## config.mk

```make
export PLATFORM = sky130hd
export DESIGN_NAME = ddr3_front_end
export DESIGN_NICKNAME = d
export VERILOG_FILES = /design/src/design/ddr3_fe_pkg.sv /design/src/design/mem_req_if.sv /design/src/design/ddr3_front_end.sv /design/src/design/read_return.sv /design/src/design/port_sequencer.sv /design/src/design/cmd_queue.sv /design/src/design/init_sweeper.sv
export SDC_FILE = /design/constraint.sdc
export NUM_CORES = 1
export LEC_CHECK = 0
export BUFFER_PORTS_ARGS = -buffer_cell sky130_fd_sc_hd__buf_2
export CORE_ASPECT_RATIO = 1.5
export CORE_UTILIZATION = 45
export CTS_CLUSTER_DIAMETER = 80
export DETAILED_ROUTE_END_ITERATION = 16
export PLACE_DENSITY = 0.68
export RECOVER_POWER = 25
export SKIP_CTS_REPAIR_TIMING = 1
export SYNTH_ARGS = -nofsm -noshare
export SYNTH_HDL_FRONTEND = slang
export SYNTH_HIERARCHICAL = 1
export SYNTH_SLANG_ARGS = --single-unit
```

## constraint.sdc

```tcl
create_clock -name afi_clk -period 5 [get_ports afi_clk]
set_clock_uncertainty 0.05 [all_clocks]
set_input_delay 1 -clock afi_clk [delete_from_list [all_inputs] [get_ports afi_clk]]
set_output_delay 1 -clock afi_clk [all_outputs]
set_load 0.03 [all_outputs]
```

## src/design/ddr3_fe_pkg.sv

```systemverilog
package ddr3_fe_pkg;

    // Operating modes, encodings match the accelerator's mode register
    typedef enum logic [2:0] {
        PROGRAM       = 3'b000,
        SOLID_ISLANDS = 3'b001,
        CORRECTION    = 3'b010,
        DDR3_INIT     = 3'b100,
        DDR3_READ     = 3'b101
    } fe_mode_e;

    // Port sequencer states
    typedef enum logic [2:0] {
        S_IDLE   = 3'd0,
        S_INIT   = 3'd1,
        S_HOST   = 3'd2,
        S_FILTER = 3'd3,
        S_DRAIN  = 3'd4
    } seq_state_e;

    localparam int DATA_W_DEF           = 32;
    localparam int ADDR_W_DEF           = 6;
    localparam int MAX_READS_DEF        = 12; // Reads allowed in flight
    localparam int QUEUE_DEPTH_DEF      = 16;
    localparam int QUEUE_FULL_LEVEL_DEF = 12; // Filter ready drops at this fill level

endpackage
```

## src/design/mem_req_if.sv

```systemverilog
interface mem_req_if #(
    parameter int DATA_W = ddr3_fe_pkg::DATA_W_DEF,
    parameter int ADDR_W = ddr3_fe_pkg::ADDR_W_DEF
);
    logic              req_valid;
    logic              req_write; // 1 = write, 0 = read
    logic [ADDR_W-1:0] req_addr;
    logic [DATA_W-1:0] req_wdata;
    logic              req_take;  // Entry consumed this cycle

    // Request source side
    modport src (output req_valid, req_write, req_addr, req_wdata, input req_take);

    // Sequencer side
    modport sink (input req_valid, req_write, req_addr, req_wdata, output req_take);

endinterface

```

## src/design/ddr3_front_end.sv

```systemverilog
module ddr3_front_end #(
    parameter int DATA_W           = ddr3_fe_pkg::DATA_W_DEF,
    parameter int ADDR_W           = ddr3_fe_pkg::ADDR_W_DEF,
    parameter int MAX_READS        = ddr3_fe_pkg::MAX_READS_DEF,
    parameter int QUEUE_DEPTH      = ddr3_fe_pkg::QUEUE_DEPTH_DEF,
    parameter int QUEUE_FULL_LEVEL = ddr3_fe_pkg::QUEUE_FULL_LEVEL_DEF
) (
    input  logic                  afi_clk,
    input  logic                  core_rstb,
    input  ddr3_fe_pkg::fe_mode_e mode,
    // Host
    input  logic                  host_rd_req,
    input  logic [ADDR_W-1:0]     host_rd_addr,
    output logic                  host_rd_ready,
    output logic [DATA_W-1:0]     host_rdata,
    output logic                  host_rdata_valid,
    // Filter
    input  logic                  flt_wvalid,
    input  logic                  flt_rvalid,
    input  logic [ADDR_W-1:0]     flt_addr,
    input  logic [DATA_W-1:0]     flt_wdata,
    output logic                  flt_ready,
    output logic [DATA_W-1:0]     flt_rdata,
    output logic                  flt_rdata_valid,
    output logic                  init_done,
    // Memory
    output logic                  avl_burstbegin,
    output logic [ADDR_W-1:0]     avl_addr,
    output logic [DATA_W-1:0]     avl_wdata,
    output logic                  avl_read_req,
    output logic                  avl_write_req,
    input  logic                  avl_ready,
    input  logic                  avl_rdata_valid,
    input  logic [DATA_W-1:0]     avl_rdata
);

    logic              sweep_en;
    logic              sweep_write;
    logic [ADDR_W-1:0] sweep_addr;
    logic              read_allowed;
    logic              reads_idle;
    logic              serving_host;
    logic              read_accepted;

    mem_req_if #(.DATA_W(DATA_W), .ADDR_W(ADDR_W)) flt_req ();

    assign read_accepted = avl_read_req & avl_ready;

    init_sweeper #(.ADDR_W(ADDR_W)) u_sweeper (
        .afi_clk     (afi_clk),
        .core_rstb   (core_rstb),
        .sweep_en    (sweep_en),
        .avl_ready   (avl_ready),
        .sweep_write (sweep_write),
        .sweep_addr  (sweep_addr),
        .init_done   (init_done)
    );

    cmd_queue #(
        .DATA_W           (DATA_W),
        .ADDR_W           (ADDR_W),
        .QUEUE_DEPTH      (QUEUE_DEPTH),
        .QUEUE_FULL_LEVEL (QUEUE_FULL_LEVEL)
    ) u_queue (
        .afi_clk    (afi_clk),
        .core_rstb  (core_rstb),
        .flt_wvalid (flt_wvalid),
        .flt_rvalid (flt_rvalid),
        .flt_addr   (flt_addr),
        .flt_wdata  (flt_wdata),
        .flt_ready  (flt_ready),
        .req        (flt_req.src)
    );

    port_sequencer #(.DATA_W(DATA_W), .ADDR_W(ADDR_W)) u_seq (
        .afi_clk        (afi_clk),
        .core_rstb      (core_rstb),
        .mode           (mode),
        .req            (flt_req.sink),
        .sweep_write    (sweep_write),
        .sweep_addr     (sweep_addr),
        .host_rd_req    (host_rd_req),
        .host_rd_addr   (host_rd_addr),
        .avl_ready      (avl_ready),
        .read_allowed   (read_allowed),
        .reads_idle     (reads_idle),
        .sweep_en       (sweep_en),
        .host_rd_ready  (host_rd_ready),
        .serving_host   (serving_host),
        .avl_burstbegin (avl_burstbegin),
        .avl_addr       (avl_addr),
        .avl_wdata      (avl_wdata),
        .avl_read_req   (avl_read_req),
        .avl_write_req  (avl_write_req)
    );

    read_return #(.DATA_W(DATA_W), .MAX_READS(MAX_READS)) u_ret (
        .afi_clk          (afi_clk),
        .core_rstb        (core_rstb),
        .read_accepted    (read_accepted),
        .serving_host     (serving_host),
        .avl_rdata_valid  (avl_rdata_valid),
        .avl_rdata        (avl_rdata),
        .read_allowed     (read_allowed),
        .reads_idle       (reads_idle),
        .host_rdata       (host_rdata),
        .host_rdata_valid (host_rdata_valid),
        .flt_rdata        (flt_rdata),
        .flt_rdata_valid  (flt_rdata_valid)
    );

endmodule

```

## src/design/read_return.sv

```systemverilog
module read_return #(
    parameter int DATA_W    = ddr3_fe_pkg::DATA_W_DEF,
    parameter int MAX_READS = ddr3_fe_pkg::MAX_READS_DEF
) (
    input  logic              afi_clk,
    input  logic              core_rstb,
    input  logic              read_accepted,
    input  logic              serving_host,
    input  logic              avl_rdata_valid,
    input  logic [DATA_W-1:0] avl_rdata,
    output logic              read_allowed,
    output logic              reads_idle,
    output logic [DATA_W-1:0] host_rdata,
    output logic              host_rdata_valid,
    output logic [DATA_W-1:0] flt_rdata,
    output logic              flt_rdata_valid
);

    localparam int CNT_W = $clog2(MAX_READS + 1);

    logic [CNT_W-1:0] in_flight; // Reads accepted but not yet returned

    always_ff @(posedge afi_clk or negedge core_rstb) begin
        if (!core_rstb) begin
            in_flight <= '0;
        end else begin
            case ({read_accepted, avl_rdata_valid})
                2'b10:   in_flight <= in_flight + 1'b1;
                2'b01:   in_flight <= in_flight - 1'b1;
                default: ; // Both or neither
            endcase
        end
    end

    assign read_allowed = (in_flight < CNT_W'(MAX_READS));
    assign reads_idle   = (in_flight == '0);

    // Return strobes, one cycle behind the memory
    always_ff @(posedge afi_clk or negedge core_rstb) begin
        if (!core_rstb) begin
            host_rdata_valid <= 1'b0;
            flt_rdata_valid  <= 1'b0;
        end else begin
            host_rdata_valid <= avl_rdata_valid & serving_host;
            flt_rdata_valid  <= avl_rdata_valid & ~serving_host;
        end
    end

    always_ff @(posedge afi_clk) begin
        if (avl_rdata_valid) begin
            if (serving_host) begin
                host_rdata <= avl_rdata;
            end else begin
                flt_rdata <= avl_rdata;
            end
        end
    end

endmodule

```

## src/design/port_sequencer.sv

```systemverilog
module port_sequencer #(
    parameter int DATA_W = ddr3_fe_pkg::DATA_W_DEF,
    parameter int ADDR_W = ddr3_fe_pkg::ADDR_W_DEF
) (
    input  logic                 afi_clk,
    input  logic                 core_rstb,
    input  ddr3_fe_pkg::fe_mode_e mode,
    mem_req_if.sink              req,
    input  logic                 sweep_write,
    input  logic [ADDR_W-1:0]    sweep_addr,
    input  logic                 host_rd_req,
    input  logic [ADDR_W-1:0]    host_rd_addr,
    input  logic                 avl_ready,
    input  logic                 read_allowed,
    input  logic                 reads_idle,
    output logic                 sweep_en,
    output logic                 host_rd_ready,
    output logic                 serving_host,
    output logic                 avl_burstbegin,
    output logic [ADDR_W-1:0]    avl_addr,
    output logic [DATA_W-1:0]    avl_wdata,
    output logic                 avl_read_req,
    output logic                 avl_write_req
);
    import ddr3_fe_pkg::*;

    seq_state_e state;
    seq_state_e next_state;
    seq_state_e target;
    fe_mode_e   mode_q; // Mode the current state was entered for

    // State that serves each mode
    always_comb begin
        case (mode)
            DDR3_INIT:                         target = S_INIT;
            DDR3_READ:                         target = S_HOST;
            PROGRAM, SOLID_ISLANDS, CORRECTION: target = S_FILTER;
            default:                           target = S_IDLE;
        endcase
    end

    always_comb begin
        next_state = state;
        if (state == S_DRAIN) begin
            if (reads_idle) begin
                next_state = target; // Old reads all returned
            end
        end else if (mode != mode_q || (state == S_IDLE && target != S_IDLE)) begin
            next_state = S_DRAIN;
        end
    end

    always_ff @(posedge afi_clk or negedge core_rstb) begin
        if (!core_rstb) begin
            state        <= S_IDLE;
            mode_q       <= PROGRAM;
            serving_host <= 1'b0;
        end else begin
            state <= next_state;
            if (state == S_DRAIN && reads_idle) begin
                mode_q       <= mode;
                serving_host <= (target == S_HOST); // Held through the next drain
            end
        end
    end

    // Source select for the memory request lines
    always_comb begin
        avl_read_req  = 1'b0;
        avl_write_req = 1'b0;
        avl_addr      = '0;
        avl_wdata     = '0; // Sweeper writes zeros
        case (state)
            S_INIT: begin
                avl_write_req = sweep_write;
                avl_addr      = sweep_addr;
            end
            S_HOST: begin
                avl_read_req = host_rd_req & read_allowed;
                avl_addr     = host_rd_addr;
            end
            S_FILTER: begin
                avl_read_req  = req.req_valid & ~req.req_write & read_allowed;
                avl_write_req = req.req_valid & req.req_write;
                avl_addr      = req.req_addr;
                avl_wdata     = req.req_wdata;
            end
            default: ; // Idle and drain issue nothing
        endcase
    end

    assign avl_burstbegin = (avl_read_req | avl_write_req) & avl_ready;
    assign req.req_take   = (state == S_FILTER) & avl_burstbegin;
    assign sweep_en       = (state == S_INIT);
    assign host_rd_ready  = (state == S_HOST) & read_allowed & avl_ready;

endmodule

```

## src/design/cmd_queue.sv

```systemverilog
module cmd_queue #(
    parameter int DATA_W           = ddr3_fe_pkg::DATA_W_DEF,
    parameter int ADDR_W           = ddr3_fe_pkg::ADDR_W_DEF,
    parameter int QUEUE_DEPTH      = ddr3_fe_pkg::QUEUE_DEPTH_DEF,
    parameter int QUEUE_FULL_LEVEL = ddr3_fe_pkg::QUEUE_FULL_LEVEL_DEF
) (
    input  logic              afi_clk,
    input  logic              core_rstb,
    input  logic              flt_wvalid,
    input  logic              flt_rvalid,
    input  logic [ADDR_W-1:0] flt_addr,
    input  logic [DATA_W-1:0] flt_wdata,
    output logic              flt_ready,
    mem_req_if.src            req
);

    localparam int ENTRY_W = 1 + ADDR_W + DATA_W; // {write, addr, data}
    localparam int PTR_W   = $clog2(QUEUE_DEPTH);
    localparam int FILL_W  = $clog2(QUEUE_DEPTH + 1);

    logic [ENTRY_W-1:0] entries [QUEUE_DEPTH];
    logic [PTR_W-1:0]   wr_ptr;
    logic [PTR_W-1:0]   rd_ptr;
    logic [FILL_W-1:0]  fill;
    logic               push;
    logic               pop;

    function automatic logic [PTR_W-1:0] ptr_inc(input logic [PTR_W-1:0] ptr);
        return (ptr == PTR_W'(QUEUE_DEPTH - 1)) ? '0 : ptr + 1'b1;
    endfunction

    assign flt_ready = (fill < FILL_W'(QUEUE_FULL_LEVEL));
    assign push      = (flt_wvalid | flt_rvalid) & flt_ready; // Late strobes are dropped
    assign pop       = req.req_take;

    // Head of queue
    assign req.req_valid = (fill != '0);
    assign {req.req_write, req.req_addr, req.req_wdata} = entries[rd_ptr];

    always_ff @(posedge afi_clk or negedge core_rstb) begin
        if (!core_rstb) begin
            wr_ptr <= '0;
            rd_ptr <= '0;
            fill   <= '0;
        end else begin
            if (push) begin
                wr_ptr <= ptr_inc(wr_ptr);
            end
            if (pop) begin
                rd_ptr <= ptr_inc(rd_ptr);
            end
            case ({push, pop})
                2'b10:   fill <= fill + 1'b1;
                2'b01:   fill <= fill - 1'b1;
                default: ;
            endcase
        end
    end

    always_ff @(posedge afi_clk) begin
        if (push) begin
            entries[wr_ptr] <= {flt_wvalid, flt_addr, flt_wdata}; // Write wins if both strobes
        end
    end

endmodule

```

## src/design/init_sweeper.sv

```systemverilog
module init_sweeper #(
    parameter int ADDR_W = ddr3_fe_pkg::ADDR_W_DEF
) (
    input  logic              afi_clk,
    input  logic              core_rstb,
    input  logic              sweep_en,
    input  logic              avl_ready,
    output logic              sweep_write,
    output logic [ADDR_W-1:0] sweep_addr,
    output logic              init_done
);

    logic [ADDR_W-1:0] addr_cnt;
    logic              accepted;

    assign sweep_write = sweep_en & ~init_done; // One write per cycle until the last word
    assign sweep_addr  = addr_cnt;
    assign accepted    = sweep_write & avl_ready;

    always_ff @(posedge afi_clk or negedge core_rstb) begin
        if (!core_rstb) begin
            addr_cnt  <= '0;
            init_done <= 1'b0;
        end else if (!sweep_en) begin
            // Leaving init mode restarts the sweep
            addr_cnt  <= '0;
            init_done <= 1'b0;
        end else if (accepted) begin
            addr_cnt <= addr_cnt + 1'b1;
            if (addr_cnt == '1) begin
                init_done <= 1'b1; // Last word accepted
            end
        end
    end

endmodule

```

### After elaboration in Yosys (flattened, before gate mapping)

Memory sizes are Yosys's and may differ from the RTL's.
Index checks and enable logic that the tools add are counted.

* add/subtract/negate cells: 7
* $lt $le $gt $ge: 2
* equality and inequality tests: 20
* mux-type cells: 19
* bitwise gates (word level): 19
* reduce and logical (&&, ||, !) cells: 16

Operator list (count)
* 32-bit 2-to-1 mux: 1
* 6-bit case mux with 3 select lines: 1
* 1-bit bitwise AND: 14
* 4-bit by 1-bit adder with 4-bit output, second input constant: 3
* 6-bit 2-to-1 mux: 2
* 5-bit case mux with 2 select lines: 1
* 3-bit by 2-bit equality test with 1-bit output, second input constant: 3
* 3-bit equality test, second input constant: 3
* 3-bit 2-to-1 mux: 3
* 4-bit equality test, second input constant: 2
* 4-bit 2-to-1 mux: 2
* 4-bit case mux with 2 select lines: 1
* 2-bit AND reduction: 4
* 6-bit by 1-bit adder with 6-bit output, second input constant: 1
* 2-bit equality test, second input constant: 3
* 3-bit by 1-bit equality test with 1-bit output, second input constant: 2
* 6-bit equality test, second input constant: 1
* 3-bit zero test: 2
* 2-bit case mux with 3 select lines: 1
* 2-bit nonzero test: 3
* 5-bit by 1-bit adder with 5-bit output, second input constant: 1
* 5-bit by 4-bit less-than comparator with 1-bit output, second input constant: 1
* 1-bit 2-to-1 mux: 5
* 5-bit nonzero test: 1
* other kinds (15): 22

* bits in registers: 97
* memory bits (writable): 624
* input bits: 86
* output and inout port bits: 110
* logic and storage cells: 97
* memories kept: 1

Memory list
* u_queue.entries: depth 16, bits a word 39, rd ports 1, clocked after Yosys merged registers in 0, write ports 1, line cmd_queue.sv:21 `logic [ENTRY_W-1:0] entries [QUEUE_DEPTH];`

### Longest topological paths before layout

Gate-level depths: netlist of the first run.
An unclocked memory read counts as a cell.

* depth after elaboration: 10
* gate-level depth with buffers: 17
* mapped depth without buffers: 13

### Hierarchy

The synthesis of the first run kept the hierarchy.

Modules (own cells, without submodules)
* cmd_queue: instances 1, cells each 1049, area an instance 24225.7 µm², seq. area each 19063.3 µm²
* read_return: instances 1, cells each 98, area an instance 2290.9 µm², seq. area each 2072.0 µm²
* port_sequencer: instances 1, cells each 99, area an instance 848.3 µm², seq. area each 175.2 µm²
* init_sweeper: instances 1, cells each 33, area an instance 356.6 µm², seq. area each 175.2 µm²
* ddr3_front_end: instances 1, cells each 1, area an instance 6.3 µm², seq. area each 0.0 µm²

### Worst setup path after synthesis of the first run

No wires, ideal clock.

* kind: flip-flop to flip-flop
* start: register u_queue.rd_ptr[1]
* end: register u_ret.in_flight[3]
* setup time: 90 ps
* data arrival time: 3655 ps
* data required time: 4860 ps
* slack: 1204 ps
* stages on the path, launching flop included: 15
* buffers on the path: 3
* cells stage by stage: dfrtp_1 -> buf_6 -> buf_2 -> mux4_2 -> a22oi_1 -> nand2_1 -> nand2b_1 -> a221oi_2 -> and2_1 -> inv_1 -> ha_1 -> clkbuf_1 -> or4b_1 -> a21o_1 -> o221ai_1

* cells in the longest elaborated chain, start to end: 8
* elaborated cells between the ends (all ways): 10
* classes of those cells: 2 x eq/ne; 2 x mux; 4 x bitwise; 1 x reduce/logical; 1 x memory

RTL lines
* from (decl): line cmd_queue.sv:23 `logic [PTR_W-1:0] rd_ptr;`
* from (signal assigned): line cmd_queue.sv:50 `rd_ptr <= ptr_inc(rd_ptr);`
* memory read 16 x 39 bit *
* named net flt_req.req_write: line mem_req_if.sv:6 `logic req_write;`
* 1-bit inverter *: line port_sequencer.sv:83 `avl_read_req = req.req_valid & ~req.req_write & read_allowed;`
* 1-bit bitwise AND * (2 in a row): line port_sequencer.sv:83
* 1-bit case mux with 2 select lines *: line port_sequencer.sv:73 `case (state)`
* named net avl_read_req: line ddr3_front_end.sv:30 `output logic avl_read_req,`
* 1-bit bitwise AND *: line ddr3_front_end.sv:47 `assign read_accepted = avl_read_req & avl_ready;`
* named net read_accepted: line ddr3_front_end.sv:43 `logic read_accepted;`
* 2-bit by 1-bit equality test with 1-bit output / 2-bit equality test (equally long branches): line read_return.sv:27 `case ({read_accepted, avl_rdata_valid})`
* 4-bit case mux with 2 select lines / 2-bit nonzero test (equally long branches)
* to (signal assigned): line read_return.sv:28 `2'b10: in_flight <= in_flight + 1'b1;`
* to (signal assigned): line read_return.sv:29 `2'b01: in_flight <= in_flight - 1'b1;`
* to (decl): line read_return.sv:21 `logic [CNT_W-1:0] in_flight;`

Mark *: on every way through the listed nets, which the timed path passes. The rest lies on a longest branch.
A chain may end at the register's enable or synchronous reset.

### Final worst setup path of the first run

* start: register u_queue.rd_ptr[2]
* end: output port avl_addr[4]

* cells in the longest elaborated chain, start to end: 2

RTL lines
* memory read 16 x 39 bit
* named net flt_req.req_addr[4]: line mem_req_if.sv:7 `logic [ADDR_W-1:0] req_addr;`
* 6-bit case mux with 3 select lines: line port_sequencer.sv:73
* to (decl): line ddr3_front_end.sv:28 `output logic [ADDR_W-1:0] avl_addr,`

The timed path passes the listed nets, and every way through them passes these cells.

==> results of run 1 <==
## metrics by stage
stage,cells,area (um2),utilization (%)
finish,2348,31680,51.96
global route,2347,31680,51.95
CTS,2347,31740,52.06
detailed placement,2237,29780,48.85
global placement,2237,29780,48.85
floorplan,1280,27730,-
## power by group through the flow
stage	Combinational, uW	Clock [uW]	Sequential (uW)
floorplan	747	0	7690
global placement	1380	0	7610
detailed placement	1410	0	7650
CTS	1420	4760	7520
global route	1500	4970	7570
finish	1390	4660	7520
## registers in the layout (all words and copies together), names as in the netlist
name	count
u_ret/flt_rdata	32
u_ret/host_rdata	32
u_queue/rd_ptr	4
u_ret/in_flight	4
u_queue/wr_ptr	4
u_ret/flt_rdata_valid	1
u_queue/entries	624
u_seq/state	3
u_queue/fill	5
u_ret/host_rdata_valid	1
u_sweeper/init_done	1
u_seq/serving_host	1
u_seq/mode_q	3
u_sweeper/sweep_addr	6
## layout by cell type (no fill, tap or decap), types with 5 or more instances in the layout
master and count:
a21oi_1 8, a22oi_1 85, and2_1 36, and2_2 13, buf_12 12, buf_2 145
buf_4 24, bufinv_16 8, clkbuf_1 61, clkbuf_16 60, clkinv_1 14, clkinv_2 9
clkinvlp_4 5, dfrtp_1 31, edfxtp_1 688, ha_1 12, inv_1 7, mux2_2 9
mux2i_1 5, mux4_2 156, nand2_1 49, nand2b_1 6, nand3_1 6, nor2_1 13
nor2b_1 5, xnor2_1 6, xor2_1 11
## metal layers
layer	global-route usage, %	vias to the layer above	share of wire, %
met4	6.230	14	2.7
met3	3.508	118	6.5
met5	0	-	0.16
met2	33.41	506	52
met1	24.56	7144	39
li1	-	5776	-
## worst paths after layout
kind / start / endpoint / slack [ns] / cells past startpoint
min in group afi_clk: u_queue/fill[4] / u_queue/fill[4] / 0.46 / 1
worst min-delay path: core_rstb / u_queue/wr_ptr[2] / 0.42 / 1
max in group asynchronous: core_rstb / u_queue/rd_ptr[2] / 3.91 / 1
worst max-delay path: u_queue/rd_ptr[2] / avl_addr[4] / 0.50 / 8
worst max register to register: u_queue/rd_ptr[2] / u_queue/fill[4] / 1.02 / 13
worst min register to register: u_queue/fill[4] / u_queue/fill[4] / 0.46 / 1
## cell type report
cell class,instances,share of cell area (%)
antenna,1,0.007899
clock buffer,71,4.870
clock inverter,39,1.299
inverter,8,0.09479
multi-input combinational,486,18.55
sequential,721,67.85
tap,791,3.124
timing repair buffer,231,4.210
## cell families after synthesis
logic type               Yosys count  synth area share [%]
adder cells (fa/ha/maj)           12                0.5415
buffers and inverters             73                 1.507
XOR/XNOR                          17                0.5370
multiplexers                     174                 13.43
AO/OA/AOI/OAI                    118                 3.168
flip-flops                       721                 77.49
AND/OR/NAND/NOR                  165                 3.326
## worst max-delay path: stages (launching register included)
cell	delay (ns)
dfrtp_4	0.92
buf_12	0.39
mux4_2	0.36
a22oi_1	0.24
nand2_1	0.16
mux2_2	0.30
a22oi_1	0.19
nor2_1	0.06
buf_2	0.19
==> summary.md, run 1 <==
| Metric | Value |
|---|---|
| CTS sink cnt | `slightly above 700` |
| Synth cell types | `56` |
| Fin crit share | `between 90% and 100%` |
| Sequential share of power | `between 50% and 60%` |
| Mapped Area | `between 20000 and 30000 um2` |
| CTS buffer count | `60` |
| Final min period | `4.503 ns` |
| CTS tree | `done` |
| Final wirelength | `59560 um` |
| DRT Pass-1 Iters | `6` |
| Dominant cells by area after synthesis | `edfxtp_1, mux4_2, dfrtp_1, a22oi_1, and2_1` |
| Combinational power share | `10.3%` |
| Mapped Nets | `1378` |
| GR Util All Layers | `19.34%` |
| Sequential share of the synthesized area | `a little under 80%` |
| Leak | `0.01024 uW` |
| Die area | `~63000 um2` |
| Synth top area share | `74.51%` |
| DIE HEIGHT | `approximately 310 um` |
| Initial antenna violation count | `9` |
| Commonest cells post-synth | `edfxtp_1, mux4_2, a22oi_1` |
| Initial detailed-routing violation count | `1201` |
| Ys async rst share | `4.577%` |
| Die width | `just over 200 um` |
| Initial core utilization | `45.48%` |
| Vias in the first global route | `~14000` |
| Routed vias/inst | `5.774` |
| Area taken by flip-flops and latches | `21490 um2` |
| Hold Crit Class | `in -> async` |
| Critical path endpoint category | `primary output` |
| Net load switching power | `approximately 3200 uW` |
| H-tree depth | `2` |
| Post-synth EDFFs | `688` |
| Largest net degree at the start of global routing | `62` |
| Area of the multi-input gates | `5876 um2` |
| Placer Congestion | `about 0.77` |
| Synth Warn # | `6` |
| DRC | `0` |
| Critical Path Start Type | `register` |
| PnR Total Power | `13570 uW` |
| Clk pwr share | `34.3%` |
| Via count of the routed design | `between 10000 and 15000` |
| Pins over their slew limit | `0` |
| CP Class | `reg -> out` |
| Root Driver | `clkbuf_16` |
| PortBufs | `between 150 and 200` |
| Max-cap violations | `0` |
| Status | `finished clean` |
| Final Hold Viols | `0` |
| Cell taking the most area after synthesis | `edfxtp_1` |
| Final antenna-violating net count | `0` |
| Slew margin rel. | `43.18%` |
| Io pins | `196` |
| Crit path max fanout | `slightly below 60` |
| Worst-margin pin slew | `0.8522 ns` |
| Sw frac | `23.65%` |
| Count leader, synth | `edfxtp_1` |
| Final #Nets | `1606` |
| Area growth, synth to finish | `14.25%` |
| Crit path DAT | `between 3 and 4 ns` |
| Synth Register Bits | `721` |
| Max clock buf depth | `3` |
| Gr ovfl total | `0` |
| Routed wire per std cell | `approximately 25 um` |
| Peak supply drop | `0.3413 mV` |
| Fillers | `roughly 4700` |
| Fmax | `0.2221 GHz` |
| Top FF cell, synth | `edfxtp_1` |
| Worst-path clk slew | `0.07 ns` |
| Post-detail-place hpwl | `roughly 33000 um` |
| WP data required | `a little under 4 ns` |
| Fin Hold WS | `~0.42 ns` |
| Syn Inst Count | `~1300` |
| Final worst setup slack | `0.4968 ns` |
| Setup TNS | `0 ns` |
| Pre-CTS WS | `1.079 ns` |
| Placeable Area | `60970 um2` |
| RSZ-0062 raised after global routing | `false` |
| Power density cells | `428.5 nW/um2` |
| Final setup fails | `0` |
| Layout cells sized above 1 | `30.01%` |
| Clk_lat worst skew | `0.61 ns` |
| Num rows | `111` |
| Pint | `10360 uW` |
| Synthesized area per cell | `21.66 um2` |
| First-pass GRT wire length | `approximately 90000 um` |
Note: power is estimated with default switching activity, not from simulation.
==> inputs of run 2 (changes only) <==
- GPL_TIMING_DRIVEN: unset -> 0
==> run 2 against run 1 <==
  * Die area stayed put
  * Non-clock buffer count is 44 higher
  * Final area is 1.2% higher
  * Utilization is 0.61 points higher
  * Worst hold slack better by 0.015 ns
  * Highest routed layer unchanged
  * Largest cell class unchanged
  * Register-to-register slack worse by 0.53 ns
  * Critical path type is now reg -> reg
  * Critical path depth is 8 higher
==> summary.md, run 2 (synthesized netlist as in run 1, its figures left out) <==
| Metric | Value |
|---|---|
| Num rows | `111` |
| Worst-margin pin slew | `0.9064 ns` |
| Via count of the routed design | `13710` |
| DRC | `0` |
| Routed vias/inst | `5.711` |
| Max reg flops | `624` |
| Layout cells sized above 1 | `30.87%` |
| Root Driver | `clkbuf_16` |
| Placed inst area | `between 30000 and 40000 um2` |
| DRT Pass-1 Iters | `5` |
| Top Registers | `u_queue/entries x624, u_ret/flt_rdata x32, u_ret/host_rdata x32` |
| Clk_lat worst skew | `0.62 ns` |
| Final wirelength | `around 61000 um` |
| Fmax | `0.2216 GHz` |
| Fin crit share | `roughly nine tenths` |
| GR Util All Layers | `19.93%` |
| CP Class | `reg -> reg` |
| Gr ovfl total | `0` |
| CTS tree | `done` |
| Leak | `between 0.01 and 0.015 uW` |
| DIE HEIGHT | `306.0 um` |
| Crit path DAT | `4.99 ns` |
| Critical path endpoint category | `register` |
| CTS sink cnt | `721` |
| Critical Path Start Type | `register` |
| Post-detail-place hpwl | `38160 um` |
| Routed wire per std cell | `25.50 um` |
| PnR Total Power | `13800 uW` |
| WP data required | `5.48 ns` |
| Most common cell after layout, fill and taps aside | `edfxtp_1` |
| Setup TNS | `0 ns` |
| Max clock buf depth | `3` |
| Vias in the first global route | `14140` |
| Biggest register | `u_queue/entries` |
| Die area | `62630 um2` |
| Crit path max fanout | `10` |
| Area growth, synth to finish | `15.60%` |
| Worst-path clk slew | `0.06 ns` |
| Final min period | `4.513 ns` |
| Io pins | `196` |
| Final Hold Viols | `0` |
| RSZ-0062 raised after global routing | `false` |
| Slew margin rel. | `about two fifths` |
| Status | `finished clean` |
| Pre-CTS WS | `0.3173 ns` |
| Pins over their slew limit | `0` |
| Power density cells | `430.5 nW/um2` |
| Placeable Area | `approximately 61000 um2` |
| Final #Nets | `about 1700` |
| First-pass GRT wire length | `89970 um` |
| Initial core utilization | `between 40% and 50%` |
| Initial detailed-routing violation count | `1152` |
| PortBufs | `roughly 200` |
| Fillers | `4721` |
| Peak supply drop | `0.2496 mV` |
| Final worst setup slack | `0.4871 ns` |
| H-tree depth | `3` |
| Initial antenna violation count | `3` |
| Antenna Cells | `0` |
| Die width | `204.7 um` |
| Post-Layout Inst Area | `between 30000 and 40000 um2` |
| Final setup fails | `0` |
| Placer Congestion | `0.7453` |
| Most frequent cells in the layout | `edfxtp_1, buf_2, mux4_2, a22oi_1, clkbuf_1` |
| CTS buffer count | `66` |
| Max-cap violations | `0` |
| Final antenna-violating net count | `0` |
| Hold Crit Class | `in -> async` |
| Largest net degree at the start of global routing | `34` |
run 2: report_power, final:
part / total, uW / internal (uW) / leakage, uW / switching (uW)
Clock: 4870 / 2660 / 0.00101 / 2220
Sequential: 7480 / 7290 / 0.00665 / 190
Combinational: 1450 / 486 / 0.00281 / 959
Total: 13800 / 10400 / 0.0105 / 3360
run 2: per-layer routing:
| metal | global-route usage (%) | share of wire (%) | vias up |
|---|---|---|---|
| li1 | - | - | 5877 |
| met1 | 24.71 | 38 | 7188 |
| met2 | 35.14 | 53 | 531 |
| met3 | 3.072 | 6.4 | 111 |
| met4 | 7.098 | 2.6 | 6 |
| met5 | 0 | 0.059 | - |
run 2: final cells by class:
class                           instances  area, um2  area share (%)
Clock buffer                           76       1753           5.469
Multi-Input combinational cell        486       5853           18.26
Inverter                                8      30.03         0.09368
Sequential cell                       721      21490           67.03
Buffer                                 64      384.1           1.198
Clock inverter                         44      326.6           1.019
Tap cell                              791      989.7           3.088
Timing Repair Buffer                  211       1231           3.841
run 2: worst max-delay path, cell delays in order (launching register included):
cell	delay [ns]
dfrtp_1	0.38
buf_6	0.13
buf_2	0.42
mux4_2	0.57
a22oi_1	0.21
nand2_1	0.17
nand2b_1	0.21
a21oi_1	0.19
o211a_1	0.40
ha_1	0.21
clkbuf_1	0.31
xor2_1	0.20
ha_1	0.21
nor2b_1	0.18
a31oi_1	0.10
o32ai_1	0.30
xor2_1	0.18
run 2: metrics by stage:
| stage | util [%] | hold WS [ns] | cells |
|---|---|---|---|
| finish | 52.57 | 0.4341 | 2401 |
| global route | 52.57 | 0.4791 | 2401 |
| CTS | 52.68 | 0.4214 | 2402 |
| detailed placement | 49.27 | 0.4454 | 2282 |
| global placement | 48.70 | 0.4283 | 2266 |
| floorplan | - | 0.4149 | 1280 |
run 2: path summary, 6_finish.rpt:
path,from,to,slack [ns],cells past startpoint
max,u_queue/rd_ptr[1],u_queue/fill[4],0.49,16
min,core_rstb,u_queue/rd_ptr[3],0.43,1
max reg2reg,u_queue/rd_ptr[1],u_queue/fill[4],0.49,16
min reg2reg,u_queue/fill[4],u_queue/fill[4],0.46,1
max in group asynchronous,core_rstb,u_queue/rd_ptr[2],3.96,1
min in group afi_clk,u_queue/fill[4],u_queue/fill[4],0.46,1
==> inputs of run 3 (changes only) <==
- CORE_UTILIZATION: 45 -> 55
- HOLD_SLACK_MARGIN: unset -> 0.12
- PLACE_DENSITY: 0.68 -> 0.8
==> run 3 against run 2 <==
  * Clock power decreased by 2%
  * Non-clock buffer count unchanged
  * First-iteration DRC count rose by 22%
  * Sequential share of layout area is 0.48 points higher
  * Via count rose by 4.0%
  * Maximum frequency fell by 2.0%
  * Largest power group unchanged
  * Clock-buffer cell count decreased by 6
  * Routed wire length grew 4.1%
  * Flip-flop and latch count is the same
  * Global-route usage grew 5.2 points
  * Utilization up 11 points
==> summary.md, run 3 (synthesized netlist as in run 1, its figures left out) <==
| Metric | Value |
|---|---|
| Die width | `185.3 um` |
| Fmax | `0.2172 GHz` |
| CTS sink cnt | `721` |
| Fillers | `3189` |
| Area taken by flip-flops and latches | `21490 um2` |
| Critical Path Start Type | `register` |
| Peak supply drop | `0.2992 mV` |
| Area growth, synth to finish | `14.77%` |
| Largest stage delay, worst path | `0.69 ns` |
| Largest net degree at the start of global routing | `34` |
| Gr ovfl total | `0` |
| Pins over their slew limit | `0` |
| First-pass GRT wire length | `92580 um` |
| Reg2reg setup slack | `0.43 ns` |
| Final #Nets | `between 1500 and 2000` |
| Post-detail-place hpwl | `38870 um` |
| CTS buffer count | `~60` |
| Worst-path clk slew | `roughly 0.07 ns` |
| Inst Count DP | `between 2000 and 2500` |
| Reg2Reg Depth | `16` |
| Placeable Area | `roughly 50000 um2` |
| Vias in the first global route | `14820` |
| Post-Layout Cell Count | `2265` |
| Final design utilization | `64.07%` |
| Biggest register | `u_queue/entries` |
| Hold Crit Class | `in -> async` |
| Placer Congestion | `0.7508` |
| Max clock buf depth | `3` |
| Area of the multi-input gates | `5853 um2` |
| Slowest CP cell | `clkbuf_1` |
| Routed wire per std cell | `28.15 um` |
| Pre-CTS WS | `0.2013 ns` |
| Io pins | `196` |
| Most frequent cells in the layout | `edfxtp_1, buf_2, mux4_2, a22oi_1, clkbuf_1` |
| Most common cell after layout, fill and taps aside | `edfxtp_1` |
| Power density cells | `between 400 and 500 nW/um2` |
| Worst r2r src | `u_queue/rd_ptr[1]` |
| Die area | `approximately 50000 um2` |
| WP data required | `~4.0 ns` |
| DRC | `0` |
| Via count of the routed design | `14270` |
| Top Registers | `u_queue/entries x624, u_ret/flt_rdata x32, u_ret/host_rdata x32` |
| GR Util All Layers | `25.13%` |
| Post-Layout Inst Area | `31820 um2` |
| Max-cap violations | `0` |
| Placed inst area | `29880 um2` |
| Fin crit share | `92.08%` |
| Clk_lat worst skew | `0.62 ns` |
| DRT Pass-1 Iters | `7` |
| Reg2Reg Capture Point | `u_queue/fill[4]` |
| Setup TNS | `0 ns` |
| Num rows | `100` |
| RSZ-0062 raised after global routing | `false` |
| Cell family with most CP delay | `buffers and inverters` |
| Final setup fails | `0` |
| Slew margin rel. | `38.08%` |
| Root Driver | `clkbuf_16` |
| Final Hold Viols | `0` |
| Crit path DAT | `3.55 ns` |
| Critical path endpoint category | `primary output` |
| CTS tree | `done` |
| Final antenna-violating net count | `0` |
| Beginning of the critical path | `u_queue/rd_ptr[0]` |
| Critical path depth | `9` |
| Worst path cell trace | `nor2_1 > clkbuf_1 > clkbuf_1 > a22oi_1 > nand2_1 > mux2_2 > a22oi_1 > nor2_1 > buf_2` |
| Final min period | `4.604 ns` |
| Initial antenna violation count | `6` |
| Crit path max fanout | `10` |
| Layout cells sized above 1 | `30.75%` |
| H-tree depth | `2` |
| Leak | `0.01045 uW` |
| Final worst setup slack | `between 0.3 and 0.4 ns` |
| Worst path bufs/invs | `3` |
| Routed vias/inst | `6.298` |
| CP Class | `reg -> out` |
| DIE HEIGHT | `277.0 um` |
| Final wirelength | `63770 um` |
| Worst-margin pin slew | `0.9268 ns` |
| PortBufs | `195` |
| Initial core utilization | `~56%` |
| Worst Setup EP | `avl_addr[1]` |
| Max reg flops | `624` |
| Initial detailed-routing violation count | `1402` |
| Status | `finished clean` |
[run 3: cell types whose count changed in the layout (fill, tap and decap cells not counted), sizes merged]
cell,before,now
buf,198,201
inv,15,11
clkbuf,153,144
diode,0,2
bufinv,2,7
clkinv,30,28
clkinvlp,5,2
[run 3: stage by stage]
stage | total power (uW) | hold slack (ns)
after floorplan | 8438 | 0.4149
after global placement | 8920 | 0.4330
after detailed placement | 9073 | 0.4533
after CTS | 13800 | 0.4330
after global routing | 14130 | 0.4903
final | 13740 | 0.4385
[run 3: area by class of cell]
| type | instances | share of cell area (%) |
|---|---|---|
| diodes | 2 | 0.01573 |
| plain buffers | 64 | 1.207 |
| clock buffers | 70 | 4.970 |
| clock inverters | 40 | 1.325 |
| inverters | 8 | 0.09436 |
| multi-input cells | 486 | 18.39 |
| flip-flops and latches | 721 | 67.51 |
| well taps | 663 | 2.607 |
| repair buffers | 211 | 3.877 |
[run 3: how the worst min path moves through the flow]
| stage | from | to | slack [ns] | depth (start not counted) |
|---|---|---|---|---|
| 2_1_floorplan | u_queue/fill[4] | u_queue/fill[4] | 0.41 | 1 |
| 3_3_place_gp | u_queue/fill[4] | u_queue/fill[4] | 0.43 | 1 |
| 3_5_place_dp | u_queue/fill[4] | u_queue/fill[4] | 0.45 | 1 |
| 4_1_cts | core_rstb | u_queue/rd_ptr[0] | 0.43 | 1 |
| 5_1_grt | core_rstb | u_queue/rd_ptr[0] | 0.49 | 1 |
| 6_report | core_rstb | u_ret/in_flight[0] | 0.44 | 1 |
[run 3: worst reg2reg max path: stages (launching register included)]
cell	delay, ns
dfrtp_1	0.39
buf_6	0.14
buf_2	0.39
mux4_2	0.56
a22oi_1	0.22
nand2_1	0.19
nand2b_1	0.23
a21oi_1	0.16
o211a_1	0.44
ha_1	0.22
clkbuf_1	0.32
xor2_1	0.19
ha_1	0.21
nor2b_1	0.20
a31oi_1	0.11
o32ai_1	0.31
xor2_1	0.18
[run 3: layer usage]
metal	GRT usage, %	share of wire [%]
met5	0	0.072
met1	29.39	34
met4	11.70	4.5
met3	4.261	7.8
met2	44.67	53
[run 3: where the power goes]
group | internal (uW) | leakage, uW | switching (uW)
logic | 488 | 0.00281 | 977
registers | 7290 | 0.00665 | 212
clock network | 2640 | 0.000984 | 2130
